## config.mk

```make
export PLATFORM = sky130hd
export DESIGN_NAME = int_core
export DESIGN_NICKNAME = d
export VERILOG_FILES = /design/src/logic/rv_pkg.sv /design/src/logic/alu.sv /design/src/logic/cmp.sv /design/src/logic/decode_stage.sv /design/src/logic/ex_stage.sv /design/src/logic/int_core.sv /design/src/logic/regfile.sv /design/src/logic/result_stage.sv
export SDC_FILE = /design/constraint.sdc
export NUM_CORES = 2
export LEC_CHECK = 0
export BUFFER_PORTS_ARGS = -buffer_cell sky130_fd_sc_hd__buf_2
export CAP_MARGIN = 20
export CORE_ASPECT_RATIO = 0.6
export CORE_MARGIN = 1
export CORE_UTILIZATION = 30
export DETAILED_ROUTE_END_ITERATION = 7
export GPL_TIMING_DRIVEN = 0
export PLACE_DENSITY = 0.45
export SKIP_CTS_REPAIR_TIMING = 1
export SYNTH_ARGS = -nofsm -noshare
export SYNTH_HDL_FRONTEND = slang
export SYNTH_SLANG_ARGS = --single-unit
```

## constraint.sdc

```tcl
create_clock -name clk -period 16.7 [get_ports clk]
set_clock_uncertainty 0.1 [all_clocks]
set_input_delay 0 -clock clk [delete_from_list [all_inputs] [get_ports clk]]
set_output_delay 0 -clock clk [all_outputs]
set_load 0.01 [all_outputs]
```

## src/logic/rv_pkg.sv

```systemverilog
package rv_pkg;

    typedef logic [31:0] word_t;
    typedef logic [4:0]  reg_idx_t;
    typedef logic [6:0]  opcode_t;
    typedef logic [3:0]  alu_op_t;
    typedef logic [2:0]  cmp_op_t;
    typedef logic        alu_m1_sel_t;
    typedef logic [2:0]  alu_m2_sel_t;
    typedef logic        cmp_m_sel_t;

    // alu codes follow {funct7[5], funct3} of the OP encoding
    localparam alu_op_t alu_add  = 4'b0000;
    localparam alu_op_t alu_sll  = 4'b0001;
    localparam alu_op_t alu_slt  = 4'b0010;
    localparam alu_op_t alu_sltu = 4'b0011;
    localparam alu_op_t alu_xor  = 4'b0100;
    localparam alu_op_t alu_srl  = 4'b0101;
    localparam alu_op_t alu_or   = 4'b0110;
    localparam alu_op_t alu_and  = 4'b0111;
    localparam alu_op_t alu_sub  = 4'b1000;
    localparam alu_op_t alu_sra  = 4'b1101;

    // same values as the branch funct3
    localparam cmp_op_t cmp_beq  = 3'b000;
    localparam cmp_op_t cmp_bne  = 3'b001;
    localparam cmp_op_t cmp_blt  = 3'b100;
    localparam cmp_op_t cmp_bge  = 3'b101;
    localparam cmp_op_t cmp_bltu = 3'b110;
    localparam cmp_op_t cmp_bgeu = 3'b111;

    localparam alu_m1_sel_t m1_rs1_v = 1'b0;
    localparam alu_m1_sel_t m1_pc    = 1'b1;

    localparam alu_m2_sel_t m2_i_imm = 3'd0;
    localparam alu_m2_sel_t m2_u_imm = 3'd1;
    localparam alu_m2_sel_t m2_b_imm = 3'd2;
    localparam alu_m2_sel_t m2_s_imm = 3'd3;
    localparam alu_m2_sel_t m2_rs2_v = 3'd4;

    localparam cmp_m_sel_t cmp_m_rs2_v = 1'b0;
    localparam cmp_m_sel_t cmp_m_i_imm = 1'b1;

    localparam opcode_t op_reg    = 7'b0110011;
    localparam opcode_t op_imm    = 7'b0010011;
    localparam opcode_t op_lui    = 7'b0110111;
    localparam opcode_t op_auipc  = 7'b0010111;
    localparam opcode_t op_branch = 7'b1100011;

endpackage

```

## src/logic/alu.sv

```systemverilog
`timescale 1ns/1ns

module alu import rv_pkg::*; (
    input  alu_op_t aluop,
    input  word_t   a,
    input  word_t   b,
    output word_t   f
);

    logic [4:0] shamt;

    assign shamt = b[4:0];

    always_comb begin
        case (aluop)
            alu_add:  f = a + b;
            alu_sub:  f = a - b;
            alu_sll:  f = a << shamt;
            alu_slt:  f = {31'b0, $signed(a) < $signed(b)};
            alu_sltu: f = {31'b0, a < b};
            alu_xor:  f = a ^ b;
            alu_srl:  f = a >> shamt;
            alu_sra:  f = word_t'($signed(a) >>> shamt);
            alu_or:   f = a | b;
            alu_and:  f = a & b;
            default:  f = '0;
        endcase
    end

endmodule

```

## src/logic/cmp.sv

```systemverilog
`timescale 1ns/1ns

module cmp import rv_pkg::*; (
    input  cmp_op_t cmpop,
    input  word_t   a,
    input  word_t   b,
    output logic    f
);

    always_comb begin
        case (cmpop)
            cmp_beq:  f = (a == b);
            cmp_bne:  f = (a != b);
            cmp_blt:  f = ($signed(a) < $signed(b));
            cmp_bge:  f = ($signed(a) >= $signed(b));
            cmp_bltu: f = (a < b);
            cmp_bgeu: f = (a >= b);
            default:  f = 1'b0;
        endcase
    end

endmodule

```

## src/logic/decode_stage.sv

```systemverilog
`timescale 1ns/1ns

module decode_stage import rv_pkg::*; #(
    parameter int IN_DEPTH = 4
) (
    input  logic        clk,
    input  logic        rst_n,
    input  logic        in_valid,
    input  word_t       in_inst,
    input  word_t       in_pc,
    output logic        in_credit,
    input  logic        stall,
    output reg_idx_t    rs1_idx,
    output reg_idx_t    rs2_idx,
    input  word_t       rs1_v,
    input  word_t       rs2_v,
    input  logic        wb_en,
    input  reg_idx_t    wb_idx,
    output logic        id_valid,
    output word_t       id_pc,
    output word_t       id_inst,
    output alu_op_t     id_alu_op,
    output cmp_op_t     id_cmp_op,
    output alu_m1_sel_t id_m1_sel,
    output alu_m2_sel_t id_m2_sel,
    output cmp_m_sel_t  id_cmp_sel,
    output word_t       id_i_imm,
    output word_t       id_s_imm,
    output word_t       id_b_imm,
    output word_t       id_u_imm,
    output word_t       id_rs1_v,
    output word_t       id_rs2_v,
    output reg_idx_t    id_rd,
    output logic        id_we,
    output logic        id_is_branch,
    output logic        id_illegal
);

    localparam int ptr_w = (IN_DEPTH > 1) ? $clog2(IN_DEPTH) : 1;
    localparam int cnt_w = $clog2(IN_DEPTH + 1);

    word_t            fifo_inst [IN_DEPTH];
    word_t            fifo_pc   [IN_DEPTH];
    logic [ptr_w-1:0] wr_ptr;
    logic [ptr_w-1:0] rd_ptr;
    logic [cnt_w-1:0] count;

    word_t       inst;
    word_t       pc;
    opcode_t     opcode;
    logic [2:0]  funct3;
    logic [6:0]  funct7;
    word_t       i_imm;
    word_t       s_imm;
    word_t       b_imm;
    word_t       u_imm;
    alu_op_t     dec_alu_op;
    cmp_op_t     dec_cmp_op;
    alu_m1_sel_t dec_m1_sel;
    alu_m2_sel_t dec_m2_sel;
    cmp_m_sel_t  dec_cmp_sel;
    reg_idx_t    dec_rs1;
    reg_idx_t    dec_rs2;
    reg_idx_t    dec_rd;
    logic        dec_we;
    logic        dec_is_branch;
    logic        dec_illegal;

    logic [31:0] busy;
    logic [31:0] busy_now;
    logic        hazard;
    logic        issue;

    function automatic logic [ptr_w-1:0] ptr_inc(logic [ptr_w-1:0] p);
        return (p == ptr_w'(IN_DEPTH - 1)) ? '0 : p + 1'b1;
    endfunction

    always_ff @(posedge clk) begin
        if (in_valid) begin
            fifo_inst[wr_ptr] <= in_inst;
            fifo_pc[wr_ptr]   <= in_pc;
        end
    end

    // no full check, fetch only sends with a credit in hand
    always_ff @(posedge clk) begin
        if (!rst_n) begin
            wr_ptr <= '0;
            rd_ptr <= '0;
            count  <= '0;
        end else begin
            if (in_valid) begin
                wr_ptr <= ptr_inc(wr_ptr);
            end
            if (issue) begin
                rd_ptr <= ptr_inc(rd_ptr);
            end
            count <= count + cnt_w'(in_valid) - cnt_w'(issue);
        end
    end

    assign inst   = fifo_inst[rd_ptr];
    assign pc     = fifo_pc[rd_ptr];
    assign opcode = inst[6:0];
    assign funct3 = inst[14:12];
    assign funct7 = inst[31:25];

    assign i_imm = {{21{inst[31]}}, inst[30:20]};
    assign s_imm = {{21{inst[31]}}, inst[30:25], inst[11:7]};
    assign b_imm = {{20{inst[31]}}, inst[7], inst[30:25], inst[11:8], 1'b0};
    assign u_imm = {inst[31:12], 12'h000};

    always_comb begin
        dec_alu_op    = alu_add;
        dec_cmp_op    = cmp_beq;
        dec_m1_sel    = m1_rs1_v;
        dec_m2_sel    = m2_rs2_v;
        dec_cmp_sel   = cmp_m_rs2_v;
        dec_rs1       = '0;
        dec_rs2       = '0;
        dec_we        = 1'b0;
        dec_is_branch = 1'b0;
        dec_illegal   = 1'b0;
        case (opcode)
            op_reg: begin
                dec_alu_op  = {funct7[5], funct3};
                dec_cmp_op  = (funct3 == 3'b011) ? cmp_bltu : cmp_blt;
                dec_rs1     = inst[19:15];
                dec_rs2     = inst[24:20];
                dec_we      = 1'b1;
                dec_illegal = !(funct7 == 7'b0000000 ||
                                (funct7 == 7'b0100000 && (funct3 == 3'b000 || funct3 == 3'b101)));
            end
            op_imm: begin
                dec_alu_op  = {funct3 == 3'b101 && funct7[5], funct3};
                dec_cmp_op  = (funct3 == 3'b011) ? cmp_bltu : cmp_blt;
                dec_m2_sel  = m2_i_imm;
                dec_cmp_sel = cmp_m_i_imm;
                dec_rs1     = inst[19:15];
                dec_we      = 1'b1;
                if (funct3 == 3'b001) begin
                    dec_illegal = (funct7 != 7'b0000000);
                end else if (funct3 == 3'b101) begin
                    dec_illegal = (funct7 != 7'b0000000 && funct7 != 7'b0100000);
                end
            end
            // rs1 index stays zero, so this is x0 + u_imm
            op_lui: begin
                dec_m2_sel = m2_u_imm;
                dec_we     = 1'b1;
            end
            op_auipc: begin
                dec_m1_sel = m1_pc;
                dec_m2_sel = m2_u_imm;
                dec_we     = 1'b1;
            end
            op_branch: begin
                dec_m1_sel    = m1_pc;
                dec_m2_sel    = m2_b_imm;
                dec_cmp_op    = funct3;
                dec_rs1       = inst[19:15];
                dec_rs2       = inst[24:20];
                dec_is_branch = 1'b1;
                dec_illegal   = (funct3[2:1] == 2'b01);
            end
            default: begin
                dec_illegal = 1'b1;
            end
        endcase
        // illegal entries retire as x0 + x0 with no write
        if (dec_illegal) begin
            dec_alu_op    = alu_add;
            dec_m1_sel    = m1_rs1_v;
            dec_m2_sel    = m2_rs2_v;
            dec_rs1       = '0;
            dec_rs2       = '0;
            dec_we        = 1'b0;
            dec_is_branch = 1'b0;
        end
        dec_we = dec_we && inst[11:7] != '0;
        dec_rd = dec_we ? inst[11:7] : '0;
    end

    assign rs1_idx = dec_rs1;
    assign rs2_idx = dec_rs2;

    // a register retiring this cycle is already readable through the regfile
    assign busy_now = wb_en ? (busy & ~(32'd1 << wb_idx)) : busy;

    // rd is checked too, an older write must not clear a younger writer's bit
    assign hazard    = busy_now[dec_rs1] | busy_now[dec_rs2] | busy_now[dec_rd];
    assign issue     = (count != '0) && !stall && !hazard;
    assign in_credit = issue;

    always_ff @(posedge clk) begin
        if (!rst_n) begin
            busy <= '0;
        end else if (issue && dec_we) begin
            busy <= busy_now | (32'd1 << dec_rd);
        end else begin
            busy <= busy_now;
        end
    end

    always_ff @(posedge clk) begin
        if (!rst_n) begin
            id_valid <= 1'b0;
        end else if (!stall) begin
            id_valid <= issue;
        end
    end

    always_ff @(posedge clk) begin
        if (!stall) begin
            id_pc        <= pc;
            id_inst      <= inst;
            id_alu_op    <= dec_alu_op;
            id_cmp_op    <= dec_cmp_op;
            id_m1_sel    <= dec_m1_sel;
            id_m2_sel    <= dec_m2_sel;
            id_cmp_sel   <= dec_cmp_sel;
            id_i_imm     <= i_imm;
            id_s_imm     <= s_imm;
            id_b_imm     <= b_imm;
            id_u_imm     <= u_imm;
            id_rs1_v     <= rs1_v;
            id_rs2_v     <= rs2_v;
            id_rd        <= dec_rd;
            id_we        <= dec_we;
            id_is_branch <= dec_is_branch;
            id_illegal   <= dec_illegal;
        end
    end

endmodule

```

## src/logic/ex_stage.sv

```systemverilog
`timescale 1ns/1ns

module ex_stage import rv_pkg::*; (
    input  logic        clk,
    input  logic        rst_n,
    input  logic        stall,
    input  logic        id_valid,
    input  word_t       id_pc,
    input  word_t       id_inst,
    input  alu_op_t     id_alu_op,
    input  cmp_op_t     id_cmp_op,
    input  alu_m1_sel_t id_m1_sel,
    input  alu_m2_sel_t id_m2_sel,
    input  cmp_m_sel_t  id_cmp_sel,
    input  word_t       id_i_imm,
    input  word_t       id_s_imm,
    input  word_t       id_b_imm,
    input  word_t       id_u_imm,
    input  word_t       id_rs1_v,
    input  word_t       id_rs2_v,
    input  reg_idx_t    id_rd,
    input  logic        id_we,
    input  logic        id_is_branch,
    input  logic        id_illegal,
    output logic        ex_valid,
    output word_t       ex_pc,
    output reg_idx_t    ex_rd,
    output word_t       ex_alu_out,
    output logic        ex_br_en,
    output logic        ex_we,
    output logic        ex_is_branch,
    output logic        ex_illegal
);

    word_t alu_a;
    word_t alu_b;
    word_t cmp_b;
    word_t alu_f;
    logic  cmp_f;
    logic  is_slt;

    assign alu_a = (id_m1_sel == m1_pc) ? id_pc : id_rs1_v;
    assign cmp_b = (id_cmp_sel == cmp_m_i_imm) ? id_i_imm : id_rs2_v;

    always_comb begin
        case (id_m2_sel)
            m2_i_imm: alu_b = id_i_imm;
            m2_u_imm: alu_b = id_u_imm;
            m2_b_imm: alu_b = id_b_imm;
            m2_s_imm: alu_b = id_s_imm;
            m2_rs2_v: alu_b = id_rs2_v;
            default:  alu_b = '0;
        endcase
    end

    alu u_alu (
        .aluop (id_alu_op),
        .a     (alu_a),
        .b     (alu_b),
        .f     (alu_f)
    );

    cmp u_cmp (
        .cmpop (id_cmp_op),
        .a     (id_rs1_v),
        .b     (cmp_b),
        .f     (cmp_f)
    );

    // slt/sltu/slti/sltiu, funct3 01x in OP or OP-IMM
    assign is_slt = !id_illegal && (id_inst[6:0] == op_reg || id_inst[6:0] == op_imm) &&
                    id_inst[14:13] == 2'b01;

    always_ff @(posedge clk) begin
        if (!rst_n) begin
            ex_valid <= 1'b0;
        end else if (!stall) begin
            ex_valid <= id_valid;
        end
    end

    always_ff @(posedge clk) begin
        if (!stall) begin
            ex_pc        <= id_pc;
            ex_rd        <= id_rd;
            ex_alu_out   <= is_slt ? {31'b0, cmp_f} : alu_f;
            ex_br_en     <= cmp_f;
            ex_we        <= id_we;
            ex_is_branch <= id_is_branch;
            ex_illegal   <= id_illegal;
        end
    end

endmodule

```

## src/logic/int_core.sv

```systemverilog
`timescale 1ns/1ns

module int_core import rv_pkg::*; #(
    parameter int IN_DEPTH    = 4,
    parameter int OUT_CREDITS = 2
) (
    input  logic     clk,
    input  logic     rst_n,
    input  logic     in_valid,
    input  word_t    in_inst,
    input  word_t    in_pc,
    output logic     in_credit,
    output logic     out_valid,
    output word_t    out_pc,
    output reg_idx_t out_rd,
    output word_t    out_value,
    output logic     out_br_taken,
    output logic     out_illegal,
    input  logic     out_credit
);

    // stage nets share the port names, so instances connect by name
    reg_idx_t    rs1_idx;
    reg_idx_t    rs2_idx;
    word_t       rs1_v;
    word_t       rs2_v;
    logic        stall;
    logic        wb_en;
    reg_idx_t    wb_idx;
    word_t       wb_data;

    logic        id_valid;
    word_t       id_pc;
    word_t       id_inst;
    alu_op_t     id_alu_op;
    cmp_op_t     id_cmp_op;
    alu_m1_sel_t id_m1_sel;
    alu_m2_sel_t id_m2_sel;
    cmp_m_sel_t  id_cmp_sel;
    word_t       id_i_imm;
    word_t       id_s_imm;
    word_t       id_b_imm;
    word_t       id_u_imm;
    word_t       id_rs1_v;
    word_t       id_rs2_v;
    reg_idx_t    id_rd;
    logic        id_we;
    logic        id_is_branch;
    logic        id_illegal;

    logic        ex_valid;
    word_t       ex_pc;
    reg_idx_t    ex_rd;
    word_t       ex_alu_out;
    logic        ex_br_en;
    logic        ex_we;
    logic        ex_is_branch;
    logic        ex_illegal;

    decode_stage #(.IN_DEPTH(IN_DEPTH)) u_decode (.*);

    regfile u_regfile (.*);

    ex_stage u_ex (.*);

    result_stage #(.OUT_CREDITS(OUT_CREDITS)) u_result (.*);

endmodule

```

## src/logic/regfile.sv

```systemverilog
`timescale 1ns/1ns

module regfile import rv_pkg::*; (
    input  logic     clk,
    input  logic     rst_n,
    input  reg_idx_t rs1_idx,
    input  reg_idx_t rs2_idx,
    output word_t    rs1_v,
    output word_t    rs2_v,
    input  logic     wb_en,
    input  reg_idx_t wb_idx,
    input  word_t    wb_data
);

    word_t regs [32];

    always_ff @(posedge clk) begin
        if (!rst_n) begin
            for (int i = 0; i < 32; i++) begin
                regs[i] <= '0;
            end
        end else if (wb_en && wb_idx != '0) begin
            regs[wb_idx] <= wb_data;
        end
    end

    // write-through, x0 reads zero
    assign rs1_v = (rs1_idx == '0) ? '0 :
                   (wb_en && wb_idx == rs1_idx) ? wb_data : regs[rs1_idx];
    assign rs2_v = (rs2_idx == '0) ? '0 :
                   (wb_en && wb_idx == rs2_idx) ? wb_data : regs[rs2_idx];

endmodule

```

## src/logic/result_stage.sv

```systemverilog
`timescale 1ns/1ns

module result_stage import rv_pkg::*; #(
    parameter int OUT_CREDITS = 2
) (
    input  logic     clk,
    input  logic     rst_n,
    input  logic     ex_valid,
    input  word_t    ex_pc,
    input  reg_idx_t ex_rd,
    input  word_t    ex_alu_out,
    input  logic     ex_br_en,
    input  logic     ex_we,
    input  logic     ex_is_branch,
    input  logic     ex_illegal,
    output logic     stall,
    output logic     wb_en,
    output reg_idx_t wb_idx,
    output word_t    wb_data,
    output logic     out_valid,
    output word_t    out_pc,
    output word_t    out_value,
    output reg_idx_t out_rd,
    output logic     out_br_taken,
    output logic     out_illegal,
    input  logic     out_credit
);

    localparam int cnt_w = $clog2(OUT_CREDITS + 1);

    logic             rec_valid;
    logic             rec_we;
    logic [cnt_w-1:0] credits;

    // record leaves as soon as a credit is there
    assign out_valid = rec_valid && credits != '0;
    assign stall     = rec_valid && credits == '0;

    // writeback happens when the record is released
    assign wb_en   = out_valid && rec_we;
    assign wb_idx  = out_rd;
    assign wb_data = out_value;

    always_ff @(posedge clk) begin
        if (!rst_n) begin
            rec_valid <= 1'b0;
            credits   <= cnt_w'(OUT_CREDITS);
        end else begin
            if (!stall) begin
                rec_valid <= ex_valid;
            end
            credits <= credits - cnt_w'(out_valid) + cnt_w'(out_credit);
        end
    end

    // decode already zeroes rd for entries that write no register
    always_ff @(posedge clk) begin
        if (!stall) begin
            out_pc       <= ex_pc;
            out_rd       <= ex_rd;
            out_value    <= ex_alu_out;
            out_br_taken <= ex_is_branch && ex_br_en;
            out_illegal  <= ex_illegal;
            rec_we       <= ex_we;
        end
    end

endmodule

```

==> summary.txt <==
Run status
  – Violated checks: slew limit
  – Outcome: finished with violations

Finish
  – Most common cell after layout, fill and taps aside: edfxtp_1
  – Share of cells above drive strength 1: 0.136
  – Reg area: 48100 µm²
  – Design Area, Final: 107000 µm²
  – Final #Nets: 8728
  – Post-Layout Cell Count: 12700
  – Area Growth Syn to Fin: 19.4%
  – Multi-input combinational cell area: between 30000 and 40000 µm²
  – Fin util: 0.362
  – Fillers: between 20000 and 30000
  – Most frequent cells in the layout: 1571 x edfxtp_1, 1020 x nand2_1, 1012 x and2_1

Floorplanning
  – Core area: 295000 µm²
  – Die ar.: around 300000 µm²
  – Cell row count: between 150 and 200
  – Initial core utilization: 0.303
  – Die width: 707 µm
  – Io pins: between 100 and 150
  – Die Height: 425 µm

Min path
  – Hold Crit Class: reg2reg
  – Hold depth: 0
  – WHS Endpoint: u_result.out_value[28]$_DFFE_PN_
  – Hold_sp: u_ex.ex_alu_out[28]$_SDFFCE_PP0N_

Critical path
  – Top delay family on crit path: compound AO/OA/AOI/OAI gates
  – Worst path bufs/invs: 6
  – Crit path launch type: register
  – Worst reg2reg path startpoint: u_decode.id_m2_sel[1]$_SDFFCE_PP0N_
  – Worst Path Required: about 17000 ps
  – Sequence of cells on the critical path: clkbuf_1 > nor3b_1 > a21o_1 > clkbuf_1 > clkbuf_1 > buf_1 > clkbuf_1 > ha_1 > inv_1 > fa_1 > nor2b_1 > o21ai_0 > a21oi_1 > o311a_1 > o31ai_1 > a21boi_0 > o21ai_0 > a21oi_1 > a211oi_1 > o311ai_2 > o41ai_1
  – Crit Path Class: reg2reg
  – Reg-to-reg endpoint: u_ex.ex_alu_out[0]$_DFFE_PN_
  – Critical path capture point type: register
  – CP max stage delay: roughly 860 ps
  – Worst Path Arrival: 10660 ps
  – Slowest cell on crit path: clkbuf_1
  – Reg2Reg Depth: 21
  – Max FO, Critical Path: 11
  – Reg-to-reg slack, setup: approximately 6600 ps
  – CP dominant cell by count: clkbuf_1

Global route
  – Initial antenna violation count: 96
  – First-pass GRT wire length: 733000 µm
  – Gr usage total: 0.375
  – Vias in the first global route: around 70000
  – Pin count of the biggest net entering global routing: around 130
  – Grt ovf: 0

Pwr
  – Maximum VDD drop: around 93 µV
  – Power density over the cells: around 140 nW/µm²
  – Pleak: between 40 and 50 nW
  – Final Power: 15.0 mW

Job
  – Max-cap violations: 0

Drt
  – Vias: roughly 80000
  – WL/cell: 46.1 µm
  – ANT nets after route: 0
  – DR vias/cell: ~6.2
  – Routed wire length: between 500000 and 600000 µm
  – Starting DRT DRC Count: 15100
  – Drt pass-1 iters: 8
  – # DRC: 0

Synthesis
  – Cell Area, Synth: 89500 µm²
  – Yosys cell types: between 90 and 100
  – Warnings, synthesis: 0
  – Cells after Synth: between 7000 and 8000
  – Syn avg cell area: between 10 and 15 µm²
  – Register bit total from synthesis: approximately 1600
  – Sequential element share of the synthesized area: 0.538
  – Post-synth EDFFs: 1571
  – Primary FF master, synth: edfxtp_1
  – Post-synth ARST share: 0

STA
  – Tmin final: 10060 ps
  – Final Max Tran Viols: 1
  – Setup_tns: 0 ps
  – Slew margin rel.: -0.00764
  – Slew @ Worst Pin: 1510 ps
  – Upper clock frequency limit: ~99 MHz
  – Final worst path period share: 0.602
  – Hold Vio Cnt, Final: 0
  – Final setup fails: 0
  – RSZ-0062 raised after global routing: false
  – Post-route setup slack: 6640 ps
  – Final hold slack: between 300 and 400 ps

CTS
  – CTS buffer count: 180
  – Clk buf depth: 4
  – Worst skew pair latency: between 900 and 1000 ps
  – Clock slew at reported path FFs: about 70 ps
  – CTS tree: yes
  – H-tree levels: 4
  – CTS root buf: clkbuf_16
  – Clock sink count: about 1600

Placement
  – GPL Wtd Cong: around 1.1
  – Dpl cell area: a little under 100000 µm²
  – IO Port Bufs: 140
  – Detail Placement HPWL: between 400000 and 500000 µm
  – Placed cells: 12100
  – Pre-CTS setup slack: 7550 ps
## layer usage
metal,up-vias,track usage,share of wire
li1,30500,-,-
met5,-,0.0341,0.0015
met3,627,0.249,0.19
met1,41200,0.582,0.47
met4,24,0.0813,0.024
met2,6655,0.394,0.31
## power by group
group          switching (mW)  total, mW  internal [mW]
Sequential              0.413       5.32           4.91
Combinational            3.96       5.48           1.52
Clock                    1.86       4.23           2.37
## sequential cells by signal, indices dropped and copies added (netlist names), 3 cells and up, named ones only
register / cells
u_decode.busy: 32
u_decode.count: 3
u_decode.fifo_inst: 128
u_decode.fifo_pc: 128
u_decode.id_alu_op: 4
u_decode.id_cmp_op: 3
u_decode.id_i_imm: 5
u_decode.id_inst: 8
u_decode.id_m2_sel: 3
u_decode.id_pc: 32
u_decode.id_rd: 5
u_decode.id_rs1_v: 32
u_decode.id_rs2_v: 32
u_decode.id_s_imm: 12
u_decode.id_u_imm: 6
u_ex.ex_alu_out: 32
u_ex.ex_pc: 32
u_ex.ex_rd: 5
u_regfile.regs: 1024
u_result.out_pc: 32
u_result.out_rd: 5
u_result.out_value: 32
## worst max path at each step
stage	startpoint	cells past startpoint	to
finish	u_decode.id_m2_sel[1]$_SDFFCE_PP0N_	21	u_ex.ex_alu_out[0]$_DFFE_PN_
global route	u_decode.id_m2_sel[1]$_SDFFCE_PP0N_	21	u_ex.ex_alu_out[0]$_DFFE_PN_
CTS	u_decode.id_m2_sel[1]$_SDFFCE_PP0N_	21	u_ex.ex_alu_out[0]$_DFFE_PN_
detailed placement	u_decode.id_m2_sel[1]$_SDFFCE_PP0N_	21	u_ex.ex_alu_out[0]$_DFFE_PN_
global placement	u_result.credits[1]$_SDFF_PN1_	15	u_decode.count[2]$_SDFF_PN0_
floorplan	u_result.credits[1]$_SDFF_PN1_	15	u_decode.count[2]$_SDFF_PN0_
## Yosys cell counts (all sizes together), types with 30 or more instances
cell	n	area share
and2	1016	0.071
nor2	245	0.010
a22oi	129	0.011
xnor2	30	0.0029
and4	45	0.0044
a21o	42	0.0035
nor3	50	0.0034
o31a	54	0.0053
inv	126	0.0053
buf	193	0.011
a21oi	297	0.017
a311oi	113	0.011
nand2	1020	0.043
ha	138	0.019
mux4	241	0.061
mux2	38	0.0048
o21ai	251	0.014
a211oi	188	0.016
o21a	54	0.0045
edfxtp	1571	0.53
mux2i	528	0.059
a31oi	92	0.0065
dfxtp	46	0.010
nand3	392	0.022
clkbuf	523	0.022
o211ai	42	0.0037
## layout make-up
| class | count | share of cell area |
|---|---|---|
| clock buffers | 214 | 0.0440 |
| well taps | 3978 | 0.0466 |
| multi-input cells | 5381 | 0.361 |
| diodes | 51 | 0.00119 |
| plain buffers | 716 | 0.0279 |
| repair buffers | 495 | 0.0538 |
| clock inverters | 105 | 0.0108 |
| inverters | 128 | 0.00457 |
| flip-flops and latches | 1617 | 0.450 |
## kinds of logic after synthesis
family / count (synthesis) / share of synthesized area
buffers and inverters: 844 / 0.0381
xor gates and xnor gates: 36 / 0.00352
AOI/OAI and AO/OA: 1443 / 0.110
adders and majority gates: 141 / 0.0200
and+or+nand+nor: 2922 / 0.167
muxes: 807 / 0.125
other: 1 / 0.0000419
DFF: 1617 / 0.538
(Power assumes the default switching activity.)
